`src/common/pwo_pkg.sv`:
```
// ==================================================
// Pointwise engine constants, coefficient and memory
// word types, memory request struct and mode enum
// ==================================================

package pwo_pkg;

    // ==================================================
    // Field and polynomial constants
    // ==================================================

    localparam int COEFF_WIDTH   = 23;
    localparam int SLOT_WIDTH    = 24;
    localparam int COEFF_PER_CLK = 4;
    localparam int NUM_BEATS     = 64;

    // Operands in to result out, per lane
    localparam int LANE_LATENCY  = 2;

    // q = 2^23 - 2^13 + 1
    localparam logic [COEFF_WIDTH-1:0] MLDSA_Q = 23'd8380417;

    // Address width carried by every memory request
    localparam int MEM_ADDR_WIDTH = 8;

    // ==================================================
    // Data types
    // ==================================================

    typedef logic [COEFF_WIDTH-1:0] coeff_t;

    // One slot of a memory word, pad bit on top
    typedef struct packed {
        logic [SLOT_WIDTH-COEFF_WIDTH-1:0] pad;
        coeff_t                            coeff;
    } slot_t;

    // Four slots, slot 0 sits in the low bits
    typedef struct packed {
        slot_t [COEFF_PER_CLK-1:0] slot;
    } mem_word_t;

    // Fourth code is reserved
    typedef enum logic [1:0] {
        mode_pwm = 2'b00,
        mode_pwa = 2'b01,
        mode_pws = 2'b10
    } pwo_mode_e;

    // Read or write request to one memory port
    typedef struct packed {
        logic                      en;
        logic [MEM_ADDR_WIDTH-1:0] addr;
    } mem_req_t;

endpackage

```
`src/pwo/pwo_ctrl.sv`:
```
// ==================================================
// Pointwise controller: beat counter, memory address
// generation and busy/done sequencing
// ==================================================

module pwo_ctrl
    import pwo_pkg::*;
#(
    parameter int ADDR_WIDTH = MEM_ADDR_WIDTH
)
(
    input  logic                  clk,
    input  logic                  reset_n,

    // Operation request
    input  logic                  start_i,
    input  pwo_mode_e             mode_i,
    input  logic                  accumulate_i,
    input  logic [ADDR_WIDTH-1:0] base_a_i,
    input  logic [ADDR_WIDTH-1:0] base_b_i,
    input  logic [ADDR_WIDTH-1:0] base_c_i,

    // Aligned done from the write-side delay line
    input  logic                  done_i,

    output mem_req_t              rd_a_req_o,
    output mem_req_t              rd_b_req_o,
    output mem_req_t              rd_c_req_o,
    output mem_req_t              wr_c_req_o,
    output pwo_mode_e             op_mode_o,
    output logic                  op_acc_o,
    output logic                  busy_o,
    output logic                  done_o
);

    typedef enum logic {
        st_idle,
        st_run
    } ctrl_state_e;

    localparam logic [5:0] LAST_BEAT = 6'(NUM_BEATS - 1);

    ctrl_state_e           state;
    logic [5:0]            beat_cnt;
    logic                  busy_q;
    logic                  done_q;
    logic                  start_ok;
    logic                  run;
    pwo_mode_e             op_mode_q;
    logic                  op_acc_q;
    logic [ADDR_WIDTH-1:0] base_a_q;
    logic [ADDR_WIDTH-1:0] base_b_q;
    logic [ADDR_WIDTH-1:0] base_c_q;

    if (ADDR_WIDTH > MEM_ADDR_WIDTH) begin : g_addr_check
        $error("pwo_ctrl: ADDR_WIDTH exceeds MEM_ADDR_WIDTH");
    end

    // Address for one beat, wraps inside ADDR_WIDTH
    function automatic mem_req_t make_req(input logic en,
                                          input logic [ADDR_WIDTH-1:0] base,
                                          input logic [5:0] beat);
        mem_req_t req;
        req.en   = en;
        req.addr = MEM_ADDR_WIDTH'(base + ADDR_WIDTH'(beat));
        return req;
    endfunction

    // Busy drops in the cycle the aligned done shows up
    assign busy_o   = busy_q & ~done_i;
    assign start_ok = start_i & ~busy_o;
    assign run      = (state == st_run);

    always_ff @(posedge clk or negedge reset_n) begin
        if (!reset_n) begin
            state     <= st_idle;
            beat_cnt  <= '0;
            busy_q    <= 1'b0;
            done_q    <= 1'b0;
            op_mode_q <= mode_pwm;
            op_acc_q  <= 1'b0;
        end else begin
            done_q <= 1'b0;
            case (state)
                st_idle: begin
                    if (start_ok) begin
                        state     <= st_run;
                        beat_cnt  <= '0;
                        op_mode_q <= mode_i;
                        op_acc_q  <= accumulate_i;
                    end
                end
                default: begin
                    beat_cnt <= beat_cnt + 6'd1;
                    if (beat_cnt == LAST_BEAT) begin
                        state  <= st_idle;
                        done_q <= 1'b1;
                    end
                end
            endcase
            if (start_ok) begin
                busy_q <= 1'b1;
            end else if (done_i) begin
                busy_q <= 1'b0;
            end
        end
    end

    // Base addresses held for the whole operation
    always_ff @(posedge clk) begin
        if (start_ok) begin
            base_a_q <= base_a_i;
            base_b_q <= base_b_i;
            base_c_q <= base_c_i;
        end
    end

    assign rd_a_req_o = make_req(run, base_a_q, beat_cnt);
    assign rd_b_req_o = make_req(run, base_b_q, beat_cnt);
    // c is only read back when accumulating a product
    assign rd_c_req_o = make_req(run && (op_mode_q == mode_pwm) && op_acc_q, base_c_q, beat_cnt);
    assign wr_c_req_o = make_req(run, base_c_q, beat_cnt);

    assign op_mode_o = op_mode_q;
    assign op_acc_o  = op_acc_q;
    assign done_o    = done_q;

endmodule

```
`config.mk`:
```
export PLATFORM = sky130hd
export DESIGN_NAME = pwo_ctrl
export DESIGN_NICKNAME = d
export VERILOG_FILES = /design/src/common/pwo_pkg.sv /design/src/pwo/pwo_ctrl.sv
export SDC_FILE = /design/constraint.sdc
export NUM_CORES = 1
export LEC_CHECK = 0
export BUFFER_PORTS_ARGS = -buffer_cell sky130_fd_sc_hd__buf_2
export CAP_MARGIN = 20
export CELL_PAD_IN_SITES_DETAIL_PLACEMENT = 1
export CELL_PAD_IN_SITES_GLOBAL_PLACEMENT = 2
export CORE_UTILIZATION = 34
export CTS_CLUSTER_DIAMETER = 200
export DETAILED_ROUTE_END_ITERATION = 8
export GPL_TIMING_DRIVEN = 1
export PLACE_DENSITY = 0.93
export SYNTH_ARGS = -nofsm -noshare
export SYNTH_HDL_FRONTEND = slang
export SYNTH_SLANG_ARGS = --single-unit
```
`constraint.sdc`:
```
create_clock -name clk -period 5.4 [get_ports clk]
set_input_delay 0.54 -clock clk [delete_from_list [all_inputs] [get_ports clk]]
set_output_delay 0.54 -clock clk [all_outputs]
set_load 0.005 [all_outputs]
```
Yosys cells after proc, flatten, opt, wreduce, memory -nomap -nowiden

Cells that the tools add are included.

Flip-flop bits (word level): 36
Input port bits: 31
Output and inout bits: 41
Logic and storage cells: 34

$add $sub $neg: 4
Equality and inequality tests: 1
Multiplexer cells: 9
Bitwise logic cells: 5
Reduce and logical (&&, ||, !) cells: 6

Operators with widths:

| operator                                                      | number |
|---|---|
| 8-bit by 6-bit adder with 8-bit output                        | 3 |
| 6-bit two-way mux                                             | 2 |
| 1-bit two-way mux                                             | 7 |
| 6-bit by 1-bit adder with 6-bit output, second input constant | 1 |
| 6-bit equality test, second input constant                    | 1 |
| 2-bit nonzero test                                            | 2 |
| 1-bit inverter                                                | 3 |
| 1-bit AND                                                     | 2 |
| 1-bit logical AND                                             | 2 |
| 2-bit logical NOT                                             | 1 |
| 2-bit AND reduction                                           | 1 |

Depth between registers and ports, before layout

Word-level depth: 6
Mapped depth: 7

Least setup slack after synthesis

No wires, ideal clock.

Path type: reg-to-output
Start: register beat_cnt[0]
End: output wr_c_req_o[6] (netlist name)
Arrival: 1826 ps
Required time: 4860 ps
Setup slack: 3034 ps
Cell stages (with the launch flop): 8
Path buffers: 1
Cells stage by stage: dfrtp_1 -> ha_1 -> fa_1 -> a21oi_1 -> o211ai_1 -> a21oi_1 -> xnor2_1 -> buf_4

RTL lines:

| element                | RTL line       | source |
|---|---|---|
| start, declared        | pwo_ctrl.sv:44 | `logic [5:0] beat_cnt;` |
| start signal, assigned | pwo_ctrl.sv:94 | `beat_cnt <= beat_cnt + 6'd1;` |
| end, declared          | pwo_ctrl.sv:29 | `output mem_req_t wr_c_req_o,` |

==> reports/qor.txt <==
Mapped Nets = 237
CP Class = flip-flop to output pin
Clk_lat worst skew = 0.28 ns
Final ANT Viol Nets = 0
Worst Hold Class = input port to asynchronous set/reset pin
# fillers = 705
Post-synthesis sequential area ratio = 47.9%
First-pass GRT wire length = 7.56 mm
Commonest non-fill, non-tap cell in the layout = buf_2
Placeable core region = 0.00599 sq mm
I/O Buffers = 71
Worst slew margin = 28.4%
Total grt overflow = 0
Clk_skew = 0.00536 ns
Worst EP arrival = 2.29 ns
RSZ-0062 raised after global routing = no
DR iter-0 viols = 17
Routed WL per cell = 14.0 um
Via count = 1603
Maximum clock insertion buffer count = 2
CTS tree = built
Final hold vios = 0
Total Neg Setup Slack = 0 ns
Slew Viols, Final = 0
TritonCTS buffer count = 5
Post-synth top flop = edfxtp_1
Avg Inst Size Synth = 11.6 sq um
Sinks on Clock Net = 36
Yosys warnings = 0
Area share of the largest cell type after synthesis = 33.8%
VDD IR-drop max = 0.241 mV
Antenna Cells = 0
Critical path fanouts, max = 6
H-tree depth = 2
Largest net degree at the start of global routing = 25
Initial Util = 35.6%
Leading cell types in the layout, fill and taps excluded = 71 x buf_2, 24 x edfxtp_1, 19 x ha_1
DR pass1 iterations = 4
Critical Path Sink Type = output pin
Hpwl dp = 3.69 mm
Root Buffer = clkbuf_8
Post-Syn Instances = 184
Worst EP required = 4.86 ns
Layout area overhead = 21.3%
Fmax = 353 MHz
Post-CTS Setup Bufs = 0
CP Launch Type = flip-flop
Worst-Margin Slew = 1.07 ns
Yosys reg bits = 36
Finished Layout Cells = 326
Largest cells by area after synthesis = edfxtp_1 34%, dfrtp_1 14%, ha_1 11%
Number of synthesized flops with an enable pin = 24
GRT Total Usage = 15.4%
Hold-fix buffers, CTS = 0
Area leader, netlist = edfxtp_1
Share of flip-flops with an asynchronous set or reset = 33.3%
Fin nets = 303
# DRC = 0
Final setup vio count = 0
DIE WIDTH = 81.2 um
Initial antenna violation count = 0
Gpl congestion = 0.788
Die ar. = 0.00660 sq mm
Final worst path period need = 2.83 ns
Post-cts repair resize count = 0
Placement Cell Area = 0.00249 sq mm
Vias in the first global route = 1648
Outcome = finished clean
I/O pin total = 72
Avg Vias per Cell = 4.92
Power Density = 549 mW/mm^2
Detailed-route wire length = 4.56 mm
Final hold slack = 0.129 ns
Die Y = 81.2 um
Max_cap viols = 0
Finished Cell Area = 0.00259 sq mm
Syn Std Cell Area = 0.00213 sq mm
Rows = 28
Inst Count DP = 318
Fraction of layout cells with a size suffix above 1 = 34.3%
Leakage = 1.16 nW
Final period util = 52.5%
Clk slew on worst S/H paths = 0.07 ns
Yosys cell types = 34
[cell usage after synthesis (2+ instances only)]
master     n
nor2b_4    2
o21ai_0    7
or4_1      2
o21bai_1   3
o31a_1     4
a211oi_1   3
xnor2_1   12
dfrtp_1   12
inv_1     12
nor2b_1    3
nor3_1     5
buf_4     11
o21a_1     2
o211ai_1   3
fa_1       3
ha_1      19
nand2_1    6
a21o_1     3
a22o_1     2
mux2_2     4
nand2b_1   2
a21oi_1   18
nand4_1    2
xor2_1     3
edfxtp_1  24
nor2_1     5
nand3_1    5
[critical path, cell delays in order, from the launching register on]
cell and delay, ns:
dfrtp_1 0.47, ha_1 0.28, inv_1 0.08, fa_1 0.26, nor2b_4 0.06, o31a_1 0.27, or4_1 0.40, nand3_1 0.09
buf_2 0.11
[where the power goes]
part	leakage [nW]	switching [mW]	total [mW]	internal [mW]
registers	0.370	0.0761	0.421	0.345
logic	0.738	0.393	0.808	0.415
clock network	0.0510	0.0902	0.192	0.102
total	1.16	0.559	1.42	0.861
[sequential cells by signal, summed over array words and instances, names as in the netlist]
name	flops
base_a_q	8
base_b_q	8
base_c_q	8
beat_cnt	6
op_mode_o	2
busy_q	1
done_o	1
op_acc_o	1
run	1
[kinds of logic after synthesis]
logic type | after synthesis | synth area share, %
flops | 36 | 47.9
xor+xnor | 15 | 6.16
fa+ha+maj | 22 | 14.0
simple gates | 36 | 9.74
buf+inv | 24 | 6.22
mux | 4 | 2.11
compound gates | 47 | 14.0
[final timing paths]
check	startpoint	depth (start not counted)	slack, ns	to
setup / recovery	beat_cnt[0]	8	2.57	rd_a_req_o[6]
hold / removal	reset_n	1	0.13	op_acc_o
setup reg to reg	busy_q	2	3.62	base_a_q[1]
hold reg to reg	op_acc_o	1	0.54	op_acc_o
max in group asynchronous	reset_n	1	5.04	beat_cnt[2]
min in group clk	base_b_i[3]	1	0.43	base_b_q[3]
[layout make-up]
type | instances | area [sq um] | share of cell area, %
Sequential cell | 36 | 1020 | 39.5
Multi-Input combinational cell | 124 | 980 | 37.9
Timing Repair Buffer | 71 | 355 | 13.7
Tap cell | 75 | 93.8 | 3.63
Clock buffer | 6 | 82.6 | 3.19
Inverter | 12 | 45.0 | 1.74
Clock inverter | 2 | 10.0 | 0.387
[layer usage]
metal,global-route usage [%],wire (um),up-vias
met4,6.96,80,0
li1,-,-,793
met2,27.9,2420,37
met1,17.8,1900,766
met5,0,0,-
met3,2.02,163,7
[through the flow]
stage	power, mW	worst slack [ns]	util [%]
floorplan	0.988	3.03	-
global placement	1.22	2.95	41.6
detailed placement	1.25	2.89	41.6
CTS	1.45	2.57	43.2
global route	1.57	2.45	43.2
finish	1.42	2.57	43.2
Note: power is estimated with default switching activity, not from simulation.
