`src/common/pwo_pkg.sv`:
```
// ==================================================
// Pointwise engine constants, coefficient and memory
// word types, memory request struct and mode enum
// ==================================================

package pwo_pkg;

    // ==================================================
    // Field and polynomial constants
    // ==================================================

    localparam int COEFF_WIDTH   = 23;
    localparam int SLOT_WIDTH    = 24;
    localparam int COEFF_PER_CLK = 4;
    localparam int NUM_BEATS     = 64;

    // Operands in to result out, per lane
    localparam int LANE_LATENCY  = 2;

    // q = 2^23 - 2^13 + 1
    localparam logic [COEFF_WIDTH-1:0] MLDSA_Q = 23'd8380417;

    // Address width carried by every memory request
    localparam int MEM_ADDR_WIDTH = 8;

    // ==================================================
    // Data types
    // ==================================================

    typedef logic [COEFF_WIDTH-1:0] coeff_t;

    // One slot of a memory word, pad bit on top
    typedef struct packed {
        logic [SLOT_WIDTH-COEFF_WIDTH-1:0] pad;
        coeff_t                            coeff;
    } slot_t;

    // Four slots, slot 0 sits in the low bits
    typedef struct packed {
        slot_t [COEFF_PER_CLK-1:0] slot;
    } mem_word_t;

    // Fourth code is reserved
    typedef enum logic [1:0] {
        mode_pwm = 2'b00,
        mode_pwa = 2'b01,
        mode_pws = 2'b10
    } pwo_mode_e;

    // Read or write request to one memory port
    typedef struct packed {
        logic                      en;
        logic [MEM_ADDR_WIDTH-1:0] addr;
    } mem_req_t;

endpackage

```
`src/pwo/pwo_lane.sv`:
```
// ==================================================
// Two-stage modular multiply, add, subtract and
// accumulate for one coefficient
// ==================================================

module pwo_lane
    import pwo_pkg::*;
(
    input  logic      clk,
    input  logic      reset_n,
    input  pwo_mode_e mode_i,
    input  logic      acc_i,
    // Operands are expected below q
    input  coeff_t    a_i,
    input  coeff_t    b_i,
    input  coeff_t    c_i,
    output coeff_t    r_o
);

    localparam int PROD_WIDTH = 2 * COEFF_WIDTH;
    localparam int SUM_WIDTH  = COEFF_WIDTH + 1;
    // 2^23 = 2^13 - 1 (mod q)
    localparam int Q_SHIFT    = 13;

    localparam logic [SUM_WIDTH-1:0]  Q_SUM  = SUM_WIDTH'(MLDSA_Q);
    localparam logic [PROD_WIDTH-1:0] Q_PROD = PROD_WIDTH'(MLDSA_Q);

    // Replace hi * 2^23 by hi * (2^13 - 1), never negative
    function automatic logic [PROD_WIDTH-1:0] fold(input logic [PROD_WIDTH-1:0] x);
        logic [PROD_WIDTH-1:0] hi;
        logic [PROD_WIDTH-1:0] lo;
        hi = PROD_WIDTH'(x[PROD_WIDTH-1:COEFF_WIDTH]);
        lo = PROD_WIDTH'(x[COEFF_WIDTH-1:0]);
        return (hi << Q_SHIFT) - hi + lo;
    endfunction

    // Input below 2q
    function automatic coeff_t cond_sub(input logic [SUM_WIDTH-1:0] x);
        logic [SUM_WIDTH-1:0] d;
        d = x - Q_SUM;
        return (x >= Q_SUM) ? d[COEFF_WIDTH-1:0] : x[COEFF_WIDTH-1:0];
    endfunction

    // ==================================================
    // Stage 1: product, sum or difference
    // ==================================================

    logic [PROD_WIDTH-1:0] s1_val;
    coeff_t                s1_c;
    pwo_mode_e             s1_mode;

    always_ff @(posedge clk) begin
        case (mode_i)
            mode_pwm: s1_val <= PROD_WIDTH'(a_i) * PROD_WIDTH'(b_i);
            mode_pwa: s1_val <= PROD_WIDTH'(a_i) + PROD_WIDTH'(b_i);
            // Bias by q so the difference stays positive
            default:  s1_val <= PROD_WIDTH'(a_i) + Q_PROD - PROD_WIDTH'(b_i);
        endcase
        s1_c <= (acc_i && (mode_i == mode_pwm)) ? c_i : '0;
    end

    always_ff @(posedge clk or negedge reset_n) begin
        if (!reset_n) begin
            s1_mode <= mode_pwm;
        end else begin
            s1_mode <= mode_i;
        end
    end

    // ==================================================
    // Stage 2: reduction and accumulate
    // ==================================================

    logic [PROD_WIDTH-1:0] folded;
    logic [SUM_WIDTH-1:0]  pre_red;
    coeff_t                red;
    logic [SUM_WIDTH-1:0]  acc_sum;

    always_comb begin
        // Three folds bring a product below 2^23 + 2^18
        folded  = fold(fold(fold(s1_val)));
        pre_red = (s1_mode == mode_pwm) ? folded[SUM_WIDTH-1:0] : s1_val[SUM_WIDTH-1:0];
        red     = cond_sub(pre_red);
        acc_sum = SUM_WIDTH'(red) + SUM_WIDTH'(s1_c);
    end

    always_ff @(posedge clk) begin
        r_o <= cond_sub(acc_sum);
    end

endmodule

```
`config.mk`:
```
export PLATFORM = sky130hd
export DESIGN_NAME = pwo_lane
export DESIGN_NICKNAME = d
export VERILOG_FILES = /design/src/common/pwo_pkg.sv /design/src/pwo/pwo_lane.sv
export SDC_FILE = /design/constraint.sdc
export NUM_CORES = 2
export LEC_CHECK = 0
export ABC_AREA = 1
export BUFFER_PORTS_ARGS = -buffer_cell sky130_fd_sc_hd__buf_2
export CAP_MARGIN = 10
export CORE_ASPECT_RATIO = 0.75
export CORE_MARGIN = 3
export CORE_UTILIZATION = 25
export DETAILED_ROUTE_END_ITERATION = 7
export GPL_TIMING_DRIVEN = 0
export PLACE_DENSITY = 0.5
export SYNTH_ARGS = -nofsm -noshare
export SYNTH_HDL_FRONTEND = slang
export SYNTH_SLANG_ARGS = --single-unit
```
`constraint.sdc`:
```
create_clock -name clk -period 25.2 [get_ports clk]
set_input_delay 3.78 -clock clk [delete_from_list [all_inputs] [get_ports clk]]
set_output_delay 3.78 -clock clk [all_outputs]
set_load 0.05 [all_outputs]
```
; ---- Yosys cells after proc, flatten, opt, wreduce, memory -nomap -nowiden
; Index checks and enable logic that the tools add are counted.
[word_totals]
reg_bits = 94
latchBits = 0
ramBits = 0
rom_bits = 0
inputBits = 74
output_inout_bits = 23
n_memories = 0
[classes]
add_sub_neg = 12
n_mul = 1
div = 0
magnitude_cmp = 2
n_eq_ne = 1
shifts = 0
muxes = 4
bitwise = 0
reduce_logical = 3
[op_table]
columns = cell, count
row1 = $pmux 46 s2, 1
row2 = $add 37x24->38, 2
row3 = $sub 36x23->37, 2
row4 = $add 23x23->24, 2
row5 = $ge 24x23->1 const B, 2
row6 = $mul 23x23->46, 1
row7 = $mux 23, 2
row8 = $sub 23x23->23 const B, 2
row9 = $sub 24x23->25, 1
row10 = $add 23x23->24 const B, 1
row11 = $add 24x24->24, 1
row12 = $mux 24, 1
row13 = $sub 24x23->24, 1
row14 = $logic_not 2->1, 2
row15 = $eq 2x1->1 const B, 1
row16 = $logic_and 1x1->1, 1

; ---- Depth between registers and ports, before layout
[logic_depth]
ltp_word = 12
ltp_mapped = 112
mapped_depth_nobuf = 110

; ---- Worst setup path before layout
; Ideal clock, no wire load.
[synth_timing]
path_type = reg2reg
start = reg s1_val[41]
end = reg r_o[7]
setup_time_ns = 0.113
t_arrival_ns = 13.064
path_slack_ns = 12.023
stages_incl_launch_ff = 103
path_buffers = 2
period_less_slack_ns = 13.177
cell_sequence = dfxtp_1 > inv_1 > ha_1 > nand2_1 > inv_1 > nand2_1 > nand2_1 > nor2_1 > o21ai_0 > xor2_1 > ha_1 > nand2_1 > nor2_1 > nand2_1 > nor2_1 > nand2_1 > nand3_1 > nand4_1 > (+67 left out) > o21ai_0 > nand2_1 > nand2_1 > a21oi_1 > o21ai_0 > nand3_1 > nand2_1 > xor2_1 > inv_1 > nor3_1 > nand3_1 > o211ai_1 > clkbuf_1 > nand2_1 > nor2_1 > nand3_1 > nand2_1 > nand2_1
[synth_via]
elab_chain_len = 12
word_cells_on_any_way = 14
classes_between = add/sub: 9 / order compare: 2 / mux: 3
[synth_lines]
columns = item, line_no
row1 = "start, declared", pwo_lane.sv:48  ; logic [PROD_WIDTH-1:0] s1_val;
row2 = "start signal, assigned", pwo_lane.sv:54  ; mode_pwm: s1_val <= PROD_WIDTH'(a_i) * PROD_WIDTH'(b_i);
row3 = "start signal, assigned", pwo_lane.sv:55  ; mode_pwa: s1_val <= PROD_WIDTH'(a_i) + PROD_WIDTH'(b_i);
row4 = "start signal, assigned", pwo_lane.sv:57  ; default: s1_val <= PROD_WIDTH'(a_i) + Q_PROD - PROD_WIDTH'(b_i);
row5 = $sub 36x23->37 *, pwo_lane.sv:34  ; return (hi << Q_SHIFT) - hi + lo;
row6 = $add 37x24->38 *, pwo_lane.sv:34
row7 = $sub 36x23->37, pwo_lane.sv:34
row8 = $add 37x24->38 *, pwo_lane.sv:34
row9 = $sub 24x23->24, pwo_lane.sv:34
row10 = $add 24x24->24 *, pwo_lane.sv:34
row11 = $mux 24 *, pwo_lane.sv:82  ; pre_red = (s1_mode == mode_pwm) ? folded[SUM_WIDTH-1:0] : s1_val[SUM_WIDTH-1:0];
row12 = $sub 23x23->23 / $ge 24x23->1 (equally long branches), "pwo_lane.sv:40, pwo_lane.sv:41"
row13 = $mux 23 *, pwo_lane.sv:41  ; return (x >= Q_SUM) ? d[COEFF_WIDTH-1:0] : x[COEFF_WIDTH-1:0];
row14 = $add 23x23->24 *, pwo_lane.sv:84  ; acc_sum = SUM_WIDTH'(red) + SUM_WIDTH'(s1_c);
row15 = $sub 23x23->23 / $ge 24x23->1 (equally long branches), "pwo_lane.sv:40, pwo_lane.sv:41"
row16 = $mux 23 *, pwo_lane.sv:41
row17 = "end signal, assigned", pwo_lane.sv:88  ; r_o <= cond_sub(acc_sum);
row18 = "end, declared", pwo_lane.sv:17  ; output coeff_t r_o
; Mark *: on every way between the ends. The rest lies on a longest branch, timed or not.
; A chain may end at the register's enable or synchronous reset.

; ---- Final worst setup path
[layout_timing]
start = reg s1_val[23]
end = reg r_o[7]
[layout_via]
elab_chain_len = 12
word_cells_on_any_way = 14
classes_between = add/sub: 9 / order compare: 2 / mux: 3
[layout_lines]
columns = item, line_no
row1 = $sub 36x23->37, pwo_lane.sv:34
row2 = $add 37x24->38, pwo_lane.sv:34
row3 = $sub 36x23->37, pwo_lane.sv:34
row4 = $add 37x24->38, pwo_lane.sv:34
row5 = $sub 24x23->24, pwo_lane.sv:34
row6 = $add 24x24->24, pwo_lane.sv:34
row7 = $mux 24 *, pwo_lane.sv:82
row8 = $sub 23x23->23 / $ge 24x23->1 (equally long branches), "pwo_lane.sv:40, pwo_lane.sv:41"
row9 = $mux 23 *, pwo_lane.sv:41
row10 = $add 23x23->24 *, pwo_lane.sv:84
row11 = $sub 23x23->23 / $ge 24x23->1 (equally long branches), "pwo_lane.sv:40, pwo_lane.sv:41"
row12 = $mux 23 *, pwo_lane.sv:41
; Marks and branches as above.

==> results.txt <==
- After synthesis, the share of flip-flops with an asynchronous set or reset is 2.13%.
- For the worst-skew pair, the clock arrives at the later sink with an insertion delay of 0.39 ns.
* Area of the die: 130,000 um2
- The first routing iteration left 2,462 violations.
- Summing the areas of all and, or, nand and nor instances in the mapped netlist gives 22.4% of the synthesized area.
- Initial standard-cell utilization of the core: 25.4%
* Fraction of final layout cells sized beyond drive strength 1: 4.31%
- In the layout the commonest cells are 1,133 x nand2_1, 1,020 x inv_1, 446 x fa_1.
- Setup repair after global routing left no endpoint under its margin.
* Layout-stage area growth over the synthesis result: 9.20%
- Number of antenna violations at the first check in global routing: 15
- Cell count after placement: 6,172
- All-Layer GR Usage: 17.7%
- Final number of hold-violating endpoints: 0
- Slew Limit Headroom: 19.6%
- The total overflow left after global routing is 0.
- Post-detailed-route wirelength per cell: 18.4 um
- Share of the cycle needed by the critical path after routing: 67.0%
- In the routed design, unresolved DRC markers number 0.
* Final Setup Violations: 0
* Final antenna-violating net count: 0
- After floorplanning, the core was divided into 111 placement rows.
* Cells after Synth: 4,437
- Synthesized area: 31,400 um2
- The slowest stage of the critical path is the xor2_1 cell.
- Nature of the critical path endpoint: flop
- Peak per-stage delay on the critical path: 0.50 ns
- Data on the critical path arrives at its endpoint at 17.18 ns.
- The flow ran to the end, and the final reports show no timing, DRC or antenna violations.
- Pin count of the biggest net entering global routing: 18
- Complex-gate fraction of the synthesized area: 8.33%
- Die Height: 313 um
- Buffers inserted during clock tree synthesis total 9.
- The H-tree was split into 3 levels.
- Final total negative setup slack: 0 ns
- PostCTS Resize Cnt: 0
- Share of the yosys chip area belonging to registers: 6.03%
- Highest clock frequency the design can meet: 0.0592 GHz
* Overall routed net length: 114,000 um
- Average instance area after synthesis: 7.07 um2
- Post-CTS timing repair inserted 0 buffers for setup.
- No sink is reached through more buffers than the 2 on the longest clock path.
- Multiplexer fraction of the synthesized cell area: 0.0319%
- The core region is 123,000 um2.
- Total placed instance area: 33,900 um2
- Most common cell after layout, fill and taps aside: nand2_1
- Cell repeated most along the worst path: nand2_1
- The first global-routing pass estimated 175,000 um of wire.
- Final core area utilization: 27.8%
- The cell sitting at the root of the clock tree is a clkbuf_16.
- The clock arrives with 0.0122 ns of skew.
- Number of nets at the end of the flow: 5,446
- Fillers: 13,800
* Filler-free cell count of the finished design: 6,197
- Post-synthesis adder-cell area fraction: 43.7%
* Critical-path maximum fanout: 10
* Synthesized flop and latch total: 94
- Hold Path Depth: 4
- Library cells used by synthesis: 57
- By area, the combinational part of the netlist is dominated by adder cells.
- TritonCTS clock tree: yes
* Type of the worst setup path: reg2reg
* Sinks on the clock net: 94
- Pre-antenna DRT Iters: 5
- Post-synth top flop: dfxtp_1
* Required time reported for the critical path endpoint: 25.49 ns
- After clock tree synthesis, the flow added hold-fix buffers numbering 0.
* Per-cell via count in the routed design: 4.59
* Vias in the first global route: 28,000
* Total via count in the routed design: 28,400
* Number of synthesis warnings: 0
- Pin placement for this block handled 97 I/O pins.
* Number of max-slew violations in the final report: 0
- Count of cells along the worst register-to-register path: 101
- Worst-path clk slew: 0.08 ns
* Tmin final: 16.89 ns
- At the pin with the least slew margin, the transition time is 1.21 ns.
- Maxcap violations: 0
- Port bufs: 96
- The die is 415 um wide.
- STA classifies the critical path startpoint as a flop.
* Placed wire-length estimate after detailed placement: 99,300 um
- Cell area after layout: 34,200 um2
- Mapped Nets: 5,338
- The synthesized netlist devotes 5.65% of its cell area to XOR and XNOR gates.
* Count of flip-flops with a built-in enable after synthesis: 0
- Routability-driven placement finished with a final weighted congestion of 0.923.
* Hold Crit Class: reg2reg
## cell families after synthesis
logic type / count (synthesis)
adder cells (fa/ha/maj): 827
multiplexers: 1
AND/OR/NAND/NOR: 1691
XOR/XNOR: 200
buffers and inverters: 1153
AO/OA/AOI/OAI: 471
flip-flops: 94
## sequential cells by signal, summed over array words and instances, names as in the netlist
name     cells
s1_val      46
r_o         23
s1_c        23
s1_mode      2
## worst paths after layout
check / startpoint / to / slack, ns
worst min-delay path: s1_c[22] / r_o[22] / 0.74
worst max-delay path: s1_val[23] / r_o[7] / 8.31
max in group asynchronous: reset_n / s1_mode[1] / 21.85
min in group asynchronous: reset_n / s1_mode[0] / 3.21
worst min register to register: s1_c[22] / r_o[22] / 0.74
worst max register to register: s1_val[23] / r_o[7] / 8.31
## per-stage QoR
stage	setup slack, ns	hold WS [ns]
after floorplan	12.02	0.597
after global placement	8.46	0.744
after detailed placement	8.42	0.740
after CTS	8.35	0.751
after global routing	6.27	0.824
final	8.31	0.743
## Yosys cell counts (46+ instances only)
| library cell | instances | share of area (%) |
|---|---|---|
| nand2_1 | 1133 | 14 |
| inv_1 | 1020 | 12 |
| fa_1 | 446 | 28 |
| ha_1 | 381 | 15 |
| nor2_1 | 240 | 2.9 |
| a21oi_1 | 228 | 3.6 |
| nand3_1 | 168 | 2.7 |
| o21ai_0 | 144 | 2.3 |
| xor2_1 | 139 | 3.9 |
| clkbuf_1 | 110 | 1.3 |
| dfxtp_1 | 92 | 5.9 |
| xnor2_1 | 60 | 1.7 |
| nand4_1 | 46 | 0.92 |
## critical path: cells and delay by family, from the launching register on
family          cells  cell delay, ns
simple gates       54            6.94
compound gates     17            3.20
buf+inv            17            2.37
fa+ha+maj           8            2.29
xor+xnor            5            1.61
flops               1            0.41
## routing by layer
| metal | up-vias | wire length [um] | share of wire [%] | track usage [%] |
|---|---|---|---|---|
| li1 | 13700 | - | - | - |
| met2 | 919 | 45600 | 40 | 25.3 |
| met4 | 0 | 2160 | 1.9 | 3.28 |
| met1 | 13700 | 57500 | 51 | 27.5 |
| met3 | 97 | 8620 | 7.6 | 3.05 |
| met5 | - | 0 | 0 | 0 |
## area by class of cell
| cell class | count | area (um2) | share of cell area [%] |
|---|---|---|---|
| diodes | 9 | 22.5 | 0.0658 |
| plain buffers | 118 | 467 | 1.36 |
| clock buffers | 10 | 239 | 0.698 |
| clock inverters | 6 | 76.3 | 0.223 |
| inverters | 1035 | 3880 | 11.3 |
| multi-input cells | 3190 | 25100 | 73.3 |
| flip-flops and latches | 94 | 1890 | 5.52 |
| well taps | 1638 | 2050 | 5.98 |
| repair buffers | 97 | 495 | 1.45 |
Power is not shown: default switching activity piles up to over one toggle a cycle in this logic, so the estimate is an artifact.
